===== src/trdb_cpu_pkg.sv =====
package trdb_cpu_pkg;

    // datapath widths of the core retirement interface
    localparam int unsigned XLEN    = 32;
    localparam int unsigned CAUSE_W = 5;
    localparam int unsigned PRIV_W  = 2;

    // major opcodes that matter to the trace decision
    typedef enum logic [6:0] {
        OPC_BRANCH = 7'b1100011,
        OPC_JALR   = 7'b1100111,
        OPC_SYSTEM = 7'b1110011
    } opcode_e;

    // funct12 field of the trap return instructions
    localparam logic [11:0] F12_MRET = 12'h302;
    localparam logic [11:0] F12_SRET = 12'h102;

    // instruction class seen by the encoder
    // updiscon: target cannot be inferred from the binary (jalr, mret, sret)
    typedef enum logic [1:0] {
        IC_OTHER    = 2'd0,
        IC_BRANCH   = 2'd1,
        IC_UPDISCON = 2'd2
    } instr_class_e;

    // one retirement as it moves through nc, tc and lc
    typedef struct packed {
        logic                qualified;
        logic                exception;
        logic                interrupt;
        logic [CAUSE_W-1:0]  cause;
        logic [XLEN-1:0]     tval;
        logic [PRIV_W-1:0]   priv;
        logic [XLEN-1:0]     pc;
        instr_class_e        iclass;
    } retire_t;

endpackage


===== src/trdb_pkg.sv =====
package trdb_pkg;

    // branch map limits
    localparam int unsigned BMAP_DEPTH = 31;
    localparam int unsigned BMAP_CNT_W = 5;

    // packet output widths
    localparam int unsigned PAYLOAD_W = 96;
    localparam int unsigned PTYPE_W   = 4;
    localparam int unsigned PLEN_W    = 4;

    // e-trace packet formats, format 0 is not generated
    typedef enum logic [1:0] {
        F1_BRANCH_ADDR = 2'd1,
        F2_ADDR        = 2'd2,
        F3_SYNC        = 2'd3
    } packet_format_e;

    // format 3 subformats
    typedef enum logic [1:0] {
        SF_START     = 2'd0,
        SF_EXCEPTION = 2'd1
    } sync_subformat_e;

    // packet type as driven on packet_type_o, subformat in the upper half
    typedef struct packed {
        sync_subformat_e subformat;
        packet_format_e  format;
    } ptype_t;

    // payload layouts, msb first, zero extended to PAYLOAD_W on the output
    typedef struct packed {
        logic [BMAP_CNT_W-1:0]       branches;
        logic [BMAP_DEPTH-1:0]       branch_map;
        logic [trdb_cpu_pkg::XLEN-1:0] address;
    } f1_payload_t;

    typedef struct packed {
        logic [trdb_cpu_pkg::XLEN-1:0] address;
    } f2_payload_t;

    typedef struct packed {
        logic [trdb_cpu_pkg::PRIV_W-1:0] priv;
        logic [trdb_cpu_pkg::XLEN-1:0]   address;
    } f3_start_payload_t;

    typedef struct packed {
        logic [trdb_cpu_pkg::CAUSE_W-1:0] cause;
        logic                             interrupt;
        logic [trdb_cpu_pkg::PRIV_W-1:0]  priv;
        logic [trdb_cpu_pkg::XLEN-1:0]    tval;
        logic [trdb_cpu_pkg::XLEN-1:0]    address;
    } f3_exc_payload_t;

    // packet lengths in bytes
    localparam logic [PLEN_W-1:0] PLEN_F1       = 4'd9;
    localparam logic [PLEN_W-1:0] PLEN_F1_FULL  = 4'd5;
    localparam logic [PLEN_W-1:0] PLEN_F2       = 4'd5;
    localparam logic [PLEN_W-1:0] PLEN_F3_START = 4'd5;
    localparam logic [PLEN_W-1:0] PLEN_F3_EXC   = 4'd10;

    // length lookup, a branch count of 0 in format 1 means full map without address
    function automatic logic [PLEN_W-1:0] packet_length(input packet_format_e fmt,
            input sync_subformat_e subformat, input logic [BMAP_CNT_W-1:0] branches);
        logic [PLEN_W-1:0] len;
        case (fmt)
            F1_BRANCH_ADDR: len = (branches == '0) ? PLEN_F1_FULL : PLEN_F1;
            F2_ADDR:        len = PLEN_F2;
            F3_SYNC:        len = (subformat == SF_EXCEPTION) ? PLEN_F3_EXC : PLEN_F3_START;
            default:        len = '0;
        endcase
        return len;
    endfunction

endpackage


===== src/trdb_trigger_filter.sv =====
`timescale 1ns/100ps

module trdb_trigger_filter import trdb_cpu_pkg::*; (
    input  logic                clk_i,
    input  logic                reset_i,
    input  logic                iretired_i,
    input  logic                exception_i,
    input  logic                interrupt_i,
    input  logic [CAUSE_W-1:0]  cause_i,
    input  logic [XLEN-1:0]     tval_i,
    input  logic [PRIV_W-1:0]   priv_lvl_i,
    input  logic [XLEN-1:0]     inst_data_i,
    input  logic [XLEN-1:0]     pc_i,
    input  logic [3:0]          trigger_i,
    output retire_t             ret_o
);

    // trigger codes from the debug module
    localparam logic [3:0] TRIG_TRACE_ON  = 4'd2;
    localparam logic [3:0] TRIG_TRACE_OFF = 4'd3;

    typedef enum logic {
        TRACE_OFF = 1'b0,
        TRACE_ON  = 1'b1
    } trace_state_e;

    trace_state_e trace_state_q;
    trace_state_e trace_state_d;
    opcode_e      opcode;
    instr_class_e iclass;

    // next enable state, also used by the retirement of this cycle
    always_comb begin
        trace_state_d = trace_state_q;
        if (trigger_i == TRIG_TRACE_ON) begin
            trace_state_d = TRACE_ON;
        end else if (trigger_i == TRIG_TRACE_OFF) begin
            trace_state_d = TRACE_OFF;
        end
    end

    always_ff @(posedge clk_i) begin
        if (reset_i) begin
            trace_state_q <= TRACE_OFF;
        end else begin
            trace_state_q <= trace_state_d;
        end
    end

    // decode the class from opcode, funct3 and funct12
    assign opcode = opcode_e'(inst_data_i[6:0]);

    always_comb begin
        iclass = IC_OTHER;
        case (opcode)
            OPC_BRANCH: iclass = IC_BRANCH;
            OPC_JALR:   iclass = IC_UPDISCON;
            OPC_SYSTEM: begin
                // trap returns only, ecall and csr ops stay inferable
                if ((inst_data_i[14:12] == 3'b000) &&
                    ((inst_data_i[31:20] == F12_MRET) || (inst_data_i[31:20] == F12_SRET))) begin
                    iclass = IC_UPDISCON;
                end
            end
            default: iclass = IC_OTHER;
        endcase
    end

    assign ret_o = '{
        qualified: iretired_i && (trace_state_d == TRACE_ON),
        exception: exception_i,
        interrupt: interrupt_i,
        cause:     cause_i,
        tval:      tval_i,
        priv:      priv_lvl_i,
        pc:        pc_i,
        iclass:    iclass
    };

endmodule


===== src/trdb_stage_pipe.sv =====
`timescale 1ns/100ps

module trdb_stage_pipe import trdb_cpu_pkg::*; (
    input  logic    clk_i,
    input  logic    reset_i,
    input  retire_t ret_i,
    output retire_t tc_ret_o,
    output retire_t nc_ret_o,
    output logic    lc_exception_o,
    output logic    lc_updiscon_o,
    output logic    tc_first_qualified_o,
    output logic    tc_branch_taken_o
);

    // three stage shift, nc is the newest entry
    retire_t nc_q;
    retire_t tc_q;
    retire_t lc_q;
    logic [XLEN-1:0] tc_seq_pc;

    always_ff @(posedge clk_i) begin
        if (reset_i) begin
            nc_q <= '0;
            tc_q <= '0;
            lc_q <= '0;
        end else begin
            nc_q <= ret_i;
            tc_q <= nc_q;
            lc_q <= tc_q;
        end
    end

    assign tc_ret_o = tc_q;
    assign nc_ret_o = nc_q;

    // last cycle flags only count for a traced entry
    assign lc_exception_o = lc_q.qualified && lc_q.exception;
    assign lc_updiscon_o  = lc_q.qualified && (lc_q.iclass == IC_UPDISCON);

    // start of a traced run
    assign tc_first_qualified_o = tc_q.qualified && !lc_q.qualified;

    // no compressed instructions, so fall-through is always pc + 4
    assign tc_seq_pc = tc_q.pc + XLEN'(4);

    // taken when the next traced pc is not the fall-through address
    // a branch ahead of a gap is seen as not taken
    assign tc_branch_taken_o = nc_q.qualified && (nc_q.pc != tc_seq_pc);

endmodule


===== src/trdb_branch_map.sv =====
`timescale 1ns/100ps

module trdb_branch_map import trdb_pkg::*; (
    input  logic                  clk_i,
    input  logic                  reset_i,
    input  logic                  tc_is_branch_i,
    input  logic                  tc_taken_i,
    input  logic                  flush_i,
    output logic [BMAP_CNT_W-1:0] bmap_count_o,
    output logic [BMAP_DEPTH-1:0] bmap_bits_o,
    output logic                  bmap_full_o
);

    logic [BMAP_CNT_W-1:0] count_q;
    logic [BMAP_DEPTH-1:0] bits_q;

    // map contents as seen after a possible flush
    logic [BMAP_CNT_W-1:0] base_count;
    logic [BMAP_DEPTH-1:0] base_bits;

    assign base_count = flush_i ? '0 : count_q;
    assign base_bits  = flush_i ? '0 : bits_q;

    // a branch in the flushing cycle lands in the fresh map
    always_ff @(posedge clk_i) begin
        if (reset_i) begin
            count_q <= '0;
            bits_q  <= '0;
        end else if (tc_is_branch_i) begin
            count_q <= base_count + 1'b1;
            // newest outcome in bit 0
            bits_q  <= {base_bits[BMAP_DEPTH-2:0], tc_taken_i};
        end else begin
            count_q <= base_count;
            bits_q  <= base_bits;
        end
    end

    assign bmap_count_o = count_q;
    assign bmap_bits_o  = bits_q;

    // full map must leave in the next packet
    assign bmap_full_o = (count_q == BMAP_CNT_W'(BMAP_DEPTH));

endmodule


===== src/trdb_packet_emitter.sv =====
`timescale 1ns/100ps

module trdb_packet_emitter import trdb_cpu_pkg::*, trdb_pkg::*; #(
    parameter int unsigned MAX_RESYNC = 64
) (
    input  logic                  clk_i,
    input  logic                  reset_i,
    input  retire_t               tc_ret_i,
    input  retire_t               nc_ret_i,
    input  logic                  lc_exception_i,
    input  logic                  lc_updiscon_i,
    input  logic                  tc_first_qualified_i,
    input  logic [BMAP_CNT_W-1:0] bmap_count_i,
    input  logic [BMAP_DEPTH-1:0] bmap_bits_i,
    input  logic                  bmap_full_i,
    output logic                  flush_o,
    output logic                  packet_valid_o,
    output logic [PTYPE_W-1:0]    packet_type_o,
    output logic [PLEN_W-1:0]     packet_length_o,
    output logic [PAYLOAD_W-1:0]  packet_payload_o
);

    localparam int unsigned RESYNC_W = $clog2(MAX_RESYNC + 1);

    logic [RESYNC_W-1:0]   resync_cnt_q;
    logic                  resync_due;
    // tc fields one cycle later, i.e. the lc entry
    retire_t               lc_hold_q;

    logic                  emit;
    logic                  sync_clr;
    ptype_t                ptype;
    logic [BMAP_CNT_W-1:0] f1_count;
    logic [PAYLOAD_W-1:0]  payload_d;

    // address packet shared by updiscon and final instruction
    f1_payload_t           f1_addr;
    f1_payload_t           f1_full;
    f2_payload_t           f2_addr;
    f3_start_payload_t     f3_start;
    f3_exc_payload_t       f3_exc;
    logic                  addr_has_map;

    assign resync_due   = (resync_cnt_q >= RESYNC_W'(MAX_RESYNC - 1));
    assign addr_has_map = (bmap_count_i != '0);

    assign f1_addr  = '{branches: bmap_count_i, branch_map: bmap_bits_i, address: tc_ret_i.pc};
    // full map goes out with count 0 and no address
    assign f1_full  = '{branches: '0, branch_map: bmap_bits_i, address: '0};
    assign f2_addr  = '{address: tc_ret_i.pc};
    assign f3_start = '{priv: tc_ret_i.priv, address: tc_ret_i.pc};
    // handler address is the pc that follows the trap
    assign f3_exc   = '{cause: lc_hold_q.cause, interrupt: lc_hold_q.interrupt,
                        priv: lc_hold_q.priv, tval: lc_hold_q.tval, address: tc_ret_i.pc};

    // priority decision, first match wins
    always_comb begin
        emit      = 1'b0;
        sync_clr  = 1'b0;
        ptype     = '{subformat: SF_START, format: F2_ADDR};
        f1_count  = bmap_count_i;
        payload_d = '0;
        if (tc_ret_i.qualified) begin
            emit = 1'b1;
            if (tc_first_qualified_i || (!lc_exception_i && !lc_updiscon_i && resync_due)) begin
                // start of trace or periodic resync
                sync_clr  = 1'b1;
                ptype     = '{subformat: SF_START, format: F3_SYNC};
                payload_d = PAYLOAD_W'(f3_start);
            end else if (lc_exception_i) begin
                ptype     = '{subformat: SF_EXCEPTION, format: F3_SYNC};
                payload_d = PAYLOAD_W'(f3_exc);
            end else if (bmap_full_i && !lc_updiscon_i) begin
                ptype     = '{subformat: SF_START, format: F1_BRANCH_ADDR};
                f1_count  = '0;
                payload_d = PAYLOAD_W'(f1_full);
            end else if (lc_updiscon_i || !nc_ret_i.qualified) begin
                // uninferable jump or last traced instruction
                if (addr_has_map) begin
                    ptype     = '{subformat: SF_START, format: F1_BRANCH_ADDR};
                    payload_d = PAYLOAD_W'(f1_addr);
                end else begin
                    payload_d = PAYLOAD_W'(f2_addr);
                end
            end else begin
                emit = 1'b0;
            end
        end
    end

    // every packet restarts the branch map
    assign flush_o = emit;

    always_ff @(posedge clk_i) begin
        if (reset_i) begin
            resync_cnt_q   <= '0;
            packet_valid_o <= 1'b0;
        end else begin
            packet_valid_o <= emit;
            if (sync_clr) begin
                resync_cnt_q <= '0;
            end else if (tc_ret_i.qualified && !resync_due) begin
                // saturates one below the limit until a sync goes out
                resync_cnt_q <= resync_cnt_q + 1'b1;
            end
        end
    end

    always_ff @(posedge clk_i) begin
        lc_hold_q <= tc_ret_i;
        if (emit) begin
            packet_type_o    <= ptype;
            packet_length_o  <= packet_length(ptype.format, ptype.subformat, f1_count);
            packet_payload_o <= payload_d;
        end
    end

endmodule


===== src/trace_debugger.sv =====
`timescale 1ns/100ps

module trace_debugger import trdb_cpu_pkg::*, trdb_pkg::*; #(
    parameter int unsigned MAX_RESYNC = 64
) (
    input  logic                 clk_i,
    input  logic                 reset_i,
    // retirement interface of the core
    input  logic                 iretired_i,
    input  logic                 exception_i,
    input  logic                 interrupt_i,
    input  logic [CAUSE_W-1:0]   cause_i,
    input  logic [XLEN-1:0]      tval_i,
    input  logic [PRIV_W-1:0]    priv_lvl_i,
    input  logic [XLEN-1:0]      inst_data_i,
    input  logic [XLEN-1:0]      pc_i,
    input  logic [3:0]           trigger_i,
    // packet strobe towards the encapsulator
    output logic                 packet_valid_o,
    output logic [PTYPE_W-1:0]   packet_type_o,
    output logic [PLEN_W-1:0]    packet_length_o,
    output logic [PAYLOAD_W-1:0] packet_payload_o
);

    retire_t               ret_in;
    retire_t               tc_ret;
    retire_t               nc_ret;
    logic                  lc_exception;
    logic                  lc_updiscon;
    logic                  tc_first_qualified;
    logic                  tc_branch_taken;
    logic [BMAP_CNT_W-1:0] bmap_count;
    logic [BMAP_DEPTH-1:0] bmap_bits;
    logic                  bmap_full;
    logic                  flush;

    // qualify and classify the retirement
    trdb_trigger_filter u_trigger_filter (
        .clk_i       (clk_i),
        .reset_i     (reset_i),
        .iretired_i  (iretired_i),
        .exception_i (exception_i),
        .interrupt_i (interrupt_i),
        .cause_i     (cause_i),
        .tval_i      (tval_i),
        .priv_lvl_i  (priv_lvl_i),
        .inst_data_i (inst_data_i),
        .pc_i        (pc_i),
        .trigger_i   (trigger_i),
        .ret_o       (ret_in)
    );

    // nc, tc and lc stages
    trdb_stage_pipe u_stage_pipe (
        .clk_i                (clk_i),
        .reset_i              (reset_i),
        .ret_i                (ret_in),
        .tc_ret_o             (tc_ret),
        .nc_ret_o             (nc_ret),
        .lc_exception_o       (lc_exception),
        .lc_updiscon_o        (lc_updiscon),
        .tc_first_qualified_o (tc_first_qualified),
        .tc_branch_taken_o    (tc_branch_taken)
    );

    trdb_branch_map u_branch_map (
        .clk_i          (clk_i),
        .reset_i        (reset_i),
        .tc_is_branch_i (tc_ret.qualified && (tc_ret.iclass == IC_BRANCH)),
        .tc_taken_i     (tc_branch_taken),
        .flush_i        (flush),
        .bmap_count_o   (bmap_count),
        .bmap_bits_o    (bmap_bits),
        .bmap_full_o    (bmap_full)
    );

    trdb_packet_emitter #(
        .MAX_RESYNC (MAX_RESYNC)
    ) u_packet_emitter (
        .clk_i                (clk_i),
        .reset_i              (reset_i),
        .tc_ret_i             (tc_ret),
        .nc_ret_i             (nc_ret),
        .lc_exception_i       (lc_exception),
        .lc_updiscon_i        (lc_updiscon),
        .tc_first_qualified_i (tc_first_qualified),
        .bmap_count_i         (bmap_count),
        .bmap_bits_i          (bmap_bits),
        .bmap_full_i          (bmap_full),
        .flush_o              (flush),
        .packet_valid_o       (packet_valid_o),
        .packet_type_o        (packet_type_o),
        .packet_length_o      (packet_length_o),
        .packet_payload_o     (packet_payload_o)
    );

endmodule


===== config.mk =====
export PLATFORM = sky130hd
export DESIGN_NAME = trace_debugger
export DESIGN_NICKNAME = d
export VERILOG_FILES = /design/src/trdb_cpu_pkg.sv /design/src/trdb_pkg.sv /design/src/trdb_trigger_filter.sv /design/src/trdb_stage_pipe.sv /design/src/trdb_branch_map.sv /design/src/trdb_packet_emitter.sv /design/src/trace_debugger.sv
export SDC_FILE = /design/constraint.sdc
export NUM_CORES = 1
export LEC_CHECK = 0
export BUFFER_PORTS_ARGS = -buffer_cell sky130_fd_sc_hd__buf_2
export CORE_ASPECT_RATIO = 2
export CORE_MARGIN = 2
export CORE_UTILIZATION = 55
export DETAILED_ROUTE_END_ITERATION = 8
export PLACE_DENSITY = 0.79
export SYNTH_ARGS = -nofsm -noshare
export SYNTH_HDL_FRONTEND = slang
export SYNTH_HIERARCHICAL = 1
export SYNTH_SLANG_ARGS = --single-unit

===== constraint.sdc =====
create_clock -name clk_i -period 10.8 [get_ports clk_i]
set_input_delay 2.7 -clock clk_i [delete_from_list [all_inputs] [get_ports clk_i]]
set_output_delay 2.7 -clock clk_i [all_outputs]
set_load 0.1 [all_outputs]

Yosys cells after proc, flatten, opt, wreduce, memory -nomap -nowiden
Cells that the tools add are included.

operators by class
  $add $sub $neg = 3
  $lt $le $gt $ge = 1
  eq/ne operators = 15
  muxes and demuxes = 33
  bitwise logic cells = 2
  reduce and logical (&&, ||, !) cells = 26

operators by type and width
  cell                                                                count
  2-to-1 mux 72 bit                                                   3
  2-to-1 mux 68 bit                                                   1
  2-to-1 mux 31 bit                                                   2
  2-to-1 mux 34 bit                                                   1
  adder 32 x 3 -> 32 bit (second input constant)                      1
  != test 32 bit                                                      1
  2-to-1 mux 5 bit                                                    6
  2-to-1 mux 4 bit                                                    7
  equality test 7 bit (second input constant)                         3
  equality test 12 x 10 -> 1 bit (second input constant)              1
  equality test 12 x 9 -> 1 bit (second input constant)               1
  case mux 4 bit (3 select lines)                                     1
  logical AND 1 bit                                                   11
  2-to-1 mux 1 bit                                                    9
  equality test 4 x 2 -> 1 bit (second input constant)                2
  adder 7 x 1 -> 7 bit (second input constant)                        1
  greater-or-equal comparator 7 x 6 -> 1 bit (second input constant)  1
  equality test 2 x 1 -> 1 bit (second input constant)                3
  equality test 2 bit (second input constant)                         3
  case mux 2 bit (3 select lines)                                     1
  adder 5 x 1 -> 5 bit (second input constant)                        1
  equality test 5 bit (second input constant)                         1
  zero test 1 bit                                                     5
  zero test 5 bit                                                     1
  8 further kinds                                                     13

word-level totals
  flip-flop bits (word level) = 345
  output and inout port bits = 105

Logic depth before layout (Yosys ltp)
Gate-level depths: netlist (run 1).

  word-level depth = 11
  mapped depth = 11

Cells and area by module
The synthesis (run 1) kept the hierarchy.

by module, submodules not included
  module               instances  cells each  area an instance (um2)  sequential area each (um2)
  trdb_stage_pipe      1          491         5283.8                  3123.0
  trdb_packet_emitter  1          296         4578.1                  3333.2
  trdb_branch_map      1          128         1390.1                  720.7
  trdb_trigger_filter  1          89          694.4                   20.0
  trace_debugger       1          1           8.8                     0.0

Worst setup path before layout (run 1)
No wires, ideal clock.

  kind = register -> register
  from = reg u_packet_emitter.resync_cnt_q[0]
  to = reg u_branch_map.count_q[4] (netlist: u_branch_map/bmap_count_o[4])
  arrival = 6523 ps
  data required time = 10685 ps
  setup slack = 4162 ps
  cell stages (with the launch flop) = 10
  path buffers = 0
  period minus slack after synthesis = 6638 ps
  path through = dfxtp_1 -> ha_1 -> a211oi_2 -> or3_1 -> a31oi_1 -> and2b_2 -> ha_1 -> nand4_1 -> xor2_1 -> nor2_2

on the way
  cells in the longest elaborated chain, start to end = 8

RTL lines
  what                                          line                        text
  start, declared                               trdb_packet_emitter.sv:25   logic [RESYNC_W-1:0] resync_cnt_q;
  start signal, assigned                        trdb_packet_emitter.sv:104  resync_cnt_q <= resync_cnt_q + 1'b1;
  greater-or-equal comparator 7 x 6 -> 1 bit *  trdb_packet_emitter.sv:44   assign resync_due = (resync_cnt_q >= RESYNC_W'(MAX_RESYNC - 1));
  logical AND 1 bit *                           trdb_packet_emitter.sv:65   if (tc_first_qualified_i || (!lc_exception_i && !lc_updiscon_i && resync_due)) begin
  logical OR 1 bit *                            trdb_packet_emitter.sv:65
  2-to-1 mux 1 bit *                            trdb_packet_emitter.sv:65
  2-to-1 mux 1 bit *                            trdb_packet_emitter.sv:63   if (tc_ret_i.qualified) begin
  net flush                                     trace_debugger.sv:35        logic flush;
  2-to-1 mux 5 bit *                            trdb_branch_map.sv:21       assign base_count = flush_i ? '0 : count_q;
  adder 5 x 1 -> 5 bit                          trdb_branch_map.sv:30       count_q <= base_count + 1'b1;
  2-to-1 mux 5 bit *                            trdb_branch_map.sv:29       end else if (tc_is_branch_i) begin
  end signal, assigned                          trdb_branch_map.sv:30
  end signal, assigned                          trdb_branch_map.sv:34       count_q <= base_count;
  end, declared                                 trdb_branch_map.sv:14       logic [BMAP_CNT_W-1:0] count_q;

The timed path passes the listed nets; every way through them passes the cells marked *.
A chain may end at the register's enable or synchronous reset.

Worst setup path after layout (run 1)
  from = reg u_packet_emitter.packet_payload_o[9]
  to = out packet_payload_o[9]

RTL lines
  what                    line                        text
  start, declared         trdb_packet_emitter.sv:20   output logic [PAYLOAD_W-1:0] packet_payload_o
  start signal, assigned  trdb_packet_emitter.sv:114  packet_payload_o <= payload_d;
  end, declared           trace_debugger.sv:22        output logic [PAYLOAD_W-1:0] packet_payload_o

No word-level cell between the ends.

==> results of run 1 <==
[cells in the final DEF (no fill, tap or decap), types with 21 or more instances in the layout]
cell type    n
xor2_1      21
xnor2_1     25
edfxtp_1    79
nor2_1      59
a22o_1      34
dfxtp_1    241
conb_1      25
nor2b_1    161
clkbuf_16   30
mux2i_1     35
and2_1      38
buf_2      179
[stage by stage]
step	instance area [µm²]	hold WS, ns
after floorplan	12050	0.3096
after global placement	12360	0.3102
after detailed placement	12360	0.3121
after CTS	13360	0.3225
after global routing	13360	0.3233
final	13360	0.3178
[layout make-up]
type,count,area share [%]
clock inverter,13,1.189
clock buffer,39,6.320
sequential,320,53.85
inverter,9,0.2528
tap,273,2.556
timing repair buffer,186,7.097
multi-input combinational,564,28.73
[registers in the layout (all words and copies together), names as in the netlist, 3 cells and up]
name,count
u_branch_map/bmap_count_o,5
u_stage_pipe/lc_q,4
u_packet_emitter/f3_exc,40
u_stage_pipe/nc_ret_o,76
u_packet_emitter/resync_cnt_q,7
u_stage_pipe/tc_ret_o,76
u_packet_emitter/packet_type_o,3
u_branch_map/bmap_bits_o,31
u_packet_emitter/packet_length_o,4
u_packet_emitter/packet_payload_o,72
[synthesized netlist by cell type (4+ instances only)]
| cell type | number |
|---|---|
| nand2b_1 | 4 |
| nor2b_1 | 161 |
| xnor2_1 | 25 |
| nor2_2 | 7 |
| and3_1 | 8 |
| nor4_1 | 6 |
| o22ai_1 | 4 |
| and2_1 | 38 |
| dfxtp_1 | 241 |
| nand3_1 | 9 |
| mux2i_1 | 35 |
| edfxtp_1 | 79 |
| clkbuf_1 | 19 |
| nor2_1 | 59 |
| a21oi_1 | 7 |
| xor2_1 | 21 |
| inv_1 | 9 |
| buf_4 | 102 |
| a31oi_1 | 6 |
| a22o_1 | 34 |
| nand2_1 | 17 |
| and4_1 | 4 |
| o21ai_0 | 8 |
| buf_6 | 11 |
| nor3_1 | 6 |
| nand4_1 | 15 |
[layer usage]
layer / global-route usage (%) / part of all wire [%] / vias up
met1: 18.32 / 36 / 3241
met2: 35.09 / 55 / 240
met3: 2.575 / 5.7 / 51
li1: - / - / 3480
met5: 0 / 0 / -
met4: 9.770 / 4.1 / 0
[logic make-up (layout without fill, tap and decap cells)]
kind of cell,Yosys count,in the layout,synth area share (%)
multiplexers,37,37,3.119
adder cells (fa/ha/maj),3,3,0.3140
AND/OR/NAND/NOR,371,371,18.85
other,1,25,0.03137
flip-flops,320,320,60.20
AO/OA/AOI/OAI,82,82,5.547
XOR/XNOR,46,46,3.370
buffers and inverters,145,247,8.571
[power by group through the flow]
stage / combinational [µW] / clock (µW) / sequential, µW
after floorplan: 115 / 0 / 1310
after global placement: 130 / 0 / 1300
after detailed placement: 132 / 0 / 1300
after CTS: 132 / 1080 / 1270
after global routing: 141 / 1120 / 1280
final: 132 / 1050 / 1270
[final timing paths]
kind	from	cells after the start	end	slack (ns)
setup / recovery	u_packet_emitter/packet_payload_o[9]$_SDFFCE_PN0P_	1	packet_payload_o[9]	6.76
hold / removal	u_stage_pipe/tc_ret_o[49]$_SDFF_PP0_	0	u_packet_emitter/f3_exc[45]$_DFF_P_	0.32
setup reg to reg	u_stage_pipe/tc_ret_o[4]$_SDFF_PP0_	10	u_branch_map/bmap_bits_o[0]$_SDFF_PP0_	7.43
hold reg to reg	u_stage_pipe/tc_ret_o[49]$_SDFF_PP0_	0	u_packet_emitter/f3_exc[45]$_DFF_P_	0.32
==> flow_summary.ini, run 1 <==
[status]
status = complete, no violations

[logic_synthesis]
synth_top_area_share_pct = 40.36
ys.flop_type = dfxtp_1
synth.distinct_cells = 75
avgSynthCellArea_um2 = 11.90
ys_warn_count = 6
ys_seq_area_share_pct = 60.20
synth_largest_area_cell = dfxtp_1
syn_area_mm2 = 0.01196
synth_area_leaders = dfxtp_1 (40%), edfxtp_1 (20%), nor2b_1 (8.4%)
synth_edf_count = 79
synthArstFlopShare_pct = 0
syn-instance-count = 1005
synth_seq_cells = 320

[worst_setup_path]
cpLargestDelayFamily = buffers and inverters
critPathSlowestCell = buf_2
crit_buf_inv = 1
critPathKind = reg -> out
cp.required_ns = 8.10
cp.arrival_ns = 1.34
cpPeakStageDelay_ns = 0.44
cp-end-kind = output port
startpoint_type = flip-flop
cp_max_fo = 1
cp_cell_sequence = buf_2

[timing]
finClkSkew_ns = 0.01568
rsz0062_at_grt = no
maxSlewHeadroom_pct = 24.93
fin_setup_tns_ns = 0
tightest_slew_ns = 1.126
setup_ws_ns = 6.759
setup_viol = 0
hold_viol_final = 0
fmax_ghz = 0.2475
post-route-period-util_pct = 37.41
drv_slew = 0
fin_crit_ns = 4.041

[global_routing]
grtUsageTotal_pct = 18.23
grt_pass1_vias = 6925
grt_pass1_wl_um = 32950
grt_max_degree = 87
antenna_found_initial = 0
grt_overflow = 0

[cts]
path_clk_slew_ns = 0.07
clk_latency_ns = 0.54
cts_inserted_buffers = 28
postCtsHoldBufs = 0
clockRootBuffer = clkbuf_16
cts_buffer_depth = 3
cts_resized = 0
post-cts-setup-buffers = 0
clock_sinks = 320
htree_levels = 1
tritoncts = done

[floorplan]
placementRows = 76
ioPinCount = 217
core-area_mm2 = 0.02140
fp.dieW_um = 108.3
start_util_pct = 55.88
die_area_mm2 = 0.02300
dieHeight_um = 212.5

[route]
firstDrtPassIters = 5
drt_iter0_markers = 278
viasPerCell = 4.994
drtAntennaViolNets = 0
wire_per_inst_um = 15.03
via_count = 7012
drc = 0
wl_um = 21110

[pwr]
power.density_mw_per_mm2 = 183.7
clockPowerShare_pct = 42.8
intPower_uw = 1920
switching_share_pct = 21.80
p_leak_uw = 0.005281
ir_drop_uv = 133.8
p_sw_uw = 535.2
p_total_uw = 2455
seqPwrFrac_pct = 51.8
combPwrFrac_pct = 5.4

[cells_and_area]
syn2layout_area_growth_pct = 11.78
multi_input_area_mm2 = 0.003840
nFillCells = 1755
antennaDiodeCount = 0
final_layout_size_suffix_gt1_share_pct = 23.96
register_area_mm2 = 0.007197
fin_nets = 1224
utilization_pct = 62.46
finalNonFillerCells = 1404

[worst_hold_path]
hold_path.class = reg -> reg

[placed_design]
hpwl_um = 14130
routabilityCongestion = 0.8180
port_buffers = 180
dp.cells = 1352
dp_slack_ns = 6.223

[job]
maxCapViolCount = 0
(Power assumes the default switching activity.)
==> run 2: changes to the inputs <==
- clock period: 10.8 -> 3.8 ns (I/O delays scaled with it)
==> run 2 against run 1 <==
Effect of this change:
- worst hold slack improved by 0.0079 ns
- register-to-register slack got worse by 6.6 ns
- clock skew decreased by 0.0032 ns
- sequential share of layout area increased by 0.64 points
- global-route usage decreased by 0.40 points
- critical path type is now reg -> reg
- largest power group unchanged
- final cell count unchanged
- highest routed layer unchanged
- non-clock buffer count increased by 2
- largest cell class unchanged
- first-iteration DRC count decreased by 26%
- design area decreased by 1.2%
- via count increased by 0.46%
- sequential cell count unchanged
==> flow_summary.ini, run 2 (synthesized netlist as in run 1, its figures left out) <==
[pwr]
p_leak_uw = 0.005197
ir_drop_uv = 467.2
p_total_uw = 6530
power.density_mw_per_mm2 = 494.4

[placed_design]
routabilityCongestion = 0.8483
port_buffers = 180
hpwl_um = 14100
dp.cells = 1354
dp_slack_ns = 0.7944

[worst_setup_path]
cp.arrival_ns = 3.41
cp_max_fo = 5
critPathKind = reg -> reg
cp.required_ns = 4.20
cp-end-kind = flip-flop
startpoint_type = flip-flop

[cts]
clockRootBuffer = clkbuf_16
path_clk_slew_ns = 0.07
clock_sinks = 320
cts_buffer_depth = 3
postCtsHoldBufs = 0
htree_levels = 1
cts_resized = 0
cts_inserted_buffers = 26
tritoncts = done
post-cts-setup-buffers = 0
clk_latency_ns = 0.53

[timing]
setup_ws_ns = 0.7960
maxSlewHeadroom_pct = 27.69
hold_viol_final = 0
tightest_slew_ns = 1.085
drv_slew = 0
finClkSkew_ns = 0.01246
fmax_ghz = 0.3329
fin_crit_ns = 3.004
rsz0062_at_grt = no
fin_setup_tns_ns = 0
post-route-period-util_pct = 79.05
setup_viol = 0

[cells_and_area]
multi_input_area_mm2 = 0.003840
fin_nets = 1224
syn2layout_area_growth_pct = 10.47
nFillCells = 1756
register_area_mm2 = 0.007197
finalNonFillerCells = 1404
final_cell_mix = dfxtp_1 (241), buf_2 (179), nor2b_1 (161), edfxtp_1 (79), nor2_1 (59)
final_layout_size_suffix_gt1_share_pct = 23.03
layout_commonest_cell = dfxtp_1

[route]
drt_iter0_markers = 206
drtAntennaViolNets = 0
via_count = 7044
drc = 0
viasPerCell = 5.017
firstDrtPassIters = 4
wire_per_inst_um = 14.61
wl_um = 20510

[status]
status = complete, no violations

[global_routing]
antenna_found_initial = 2
grt_overflow = 0
grtUsageTotal_pct = 17.84
grt_pass1_vias = 6892
grt_pass1_wl_um = 32350
grt_max_degree = 84

[floorplan]
start_util_pct = 55.88
dieHeight_um = 212.5
core-area_mm2 = 0.02140
fp.dieW_um = 108.3
placementRows = 76
ioPinCount = 217
die_area_mm2 = 0.02300

[worst_hold_path]
hold_path.class = reg -> reg

[job]
maxCapViolCount = 0
[run 2: final timing paths]
path,depth (start not counted),endpoint,start,slack (ns)
hold reg to reg,0,u_packet_emitter/f3_exc[60]$_DFF_P_,u_stage_pipe/tc_ret_o[64]$_SDFF_PP0_,0.33
setup reg to reg,10,u_branch_map/bmap_bits_o[0]$_SDFF_PP0_,u_stage_pipe/tc_ret_o[4]$_SDFF_PP0_,0.80
setup / recovery,10,u_branch_map/bmap_bits_o[0]$_SDFF_PP0_,u_stage_pipe/tc_ret_o[4]$_SDFF_PP0_,0.80
hold / removal,0,u_packet_emitter/f3_exc[60]$_DFF_P_,u_stage_pipe/tc_ret_o[64]$_SDFF_PP0_,0.33
[run 2: worst max-delay path, cell delays in order (launching register included)]
cell and delay (ns):
dfxtp_1 0.41, ha_1 0.26, nand2_1 0.18, nor3_1 0.39, or4b_1 0.48, o221ai_1 0.09
a22oi_1 0.11, nor4_1 0.49, a41oi_1 0.19, a22oi_1 0.21, nor2_1 0.06
[run 2: power by group]
| part | leakage (µW) | internal, µW | switching (µW) | total, µW |
|---|---|---|---|---|
| Sequential | 0.00271 | 3570 | 48.1 | 3610 |
| Clock | 0.000394 | 1400 | 1140 | 2540 |
| Combinational | 0.00209 | 122 | 253 | 375 |
[run 2: cell type report]
| type | instances | area share [%] |
|---|---|---|
| Antenna cell | 2 | 0.03790 |
| Clock buffer | 36 | 5.448 |
| Clock inverter | 12 | 0.6821 |
| Inverter | 9 | 0.2558 |
| Multi-Input combinational cell | 564 | 29.08 |
| Sequential cell | 320 | 54.50 |
| Tap cell | 273 | 2.586 |
| Timing Repair Buffer | 188 | 7.418 |
[run 2: through the flow]
stage               utilization [%]  hold slack, ns  area (µm²)
finish                        61.73          0.3257       13210
global route                  61.73          0.3316       13210
CTS                           61.70          0.3266       13200
detailed placement            57.92          0.3121       12390
global placement              57.92          0.3102       12390
floorplan                         -          0.3096       12060
[run 2: layer usage]
layer	up-vias	track usage, %	wire length, µm
met3	58	2.636	1098
met5	-	0	0
li1	3473	-	-
met1	3293	17.72	7232
met2	220	34.35	11330
met4	0	9.770	855
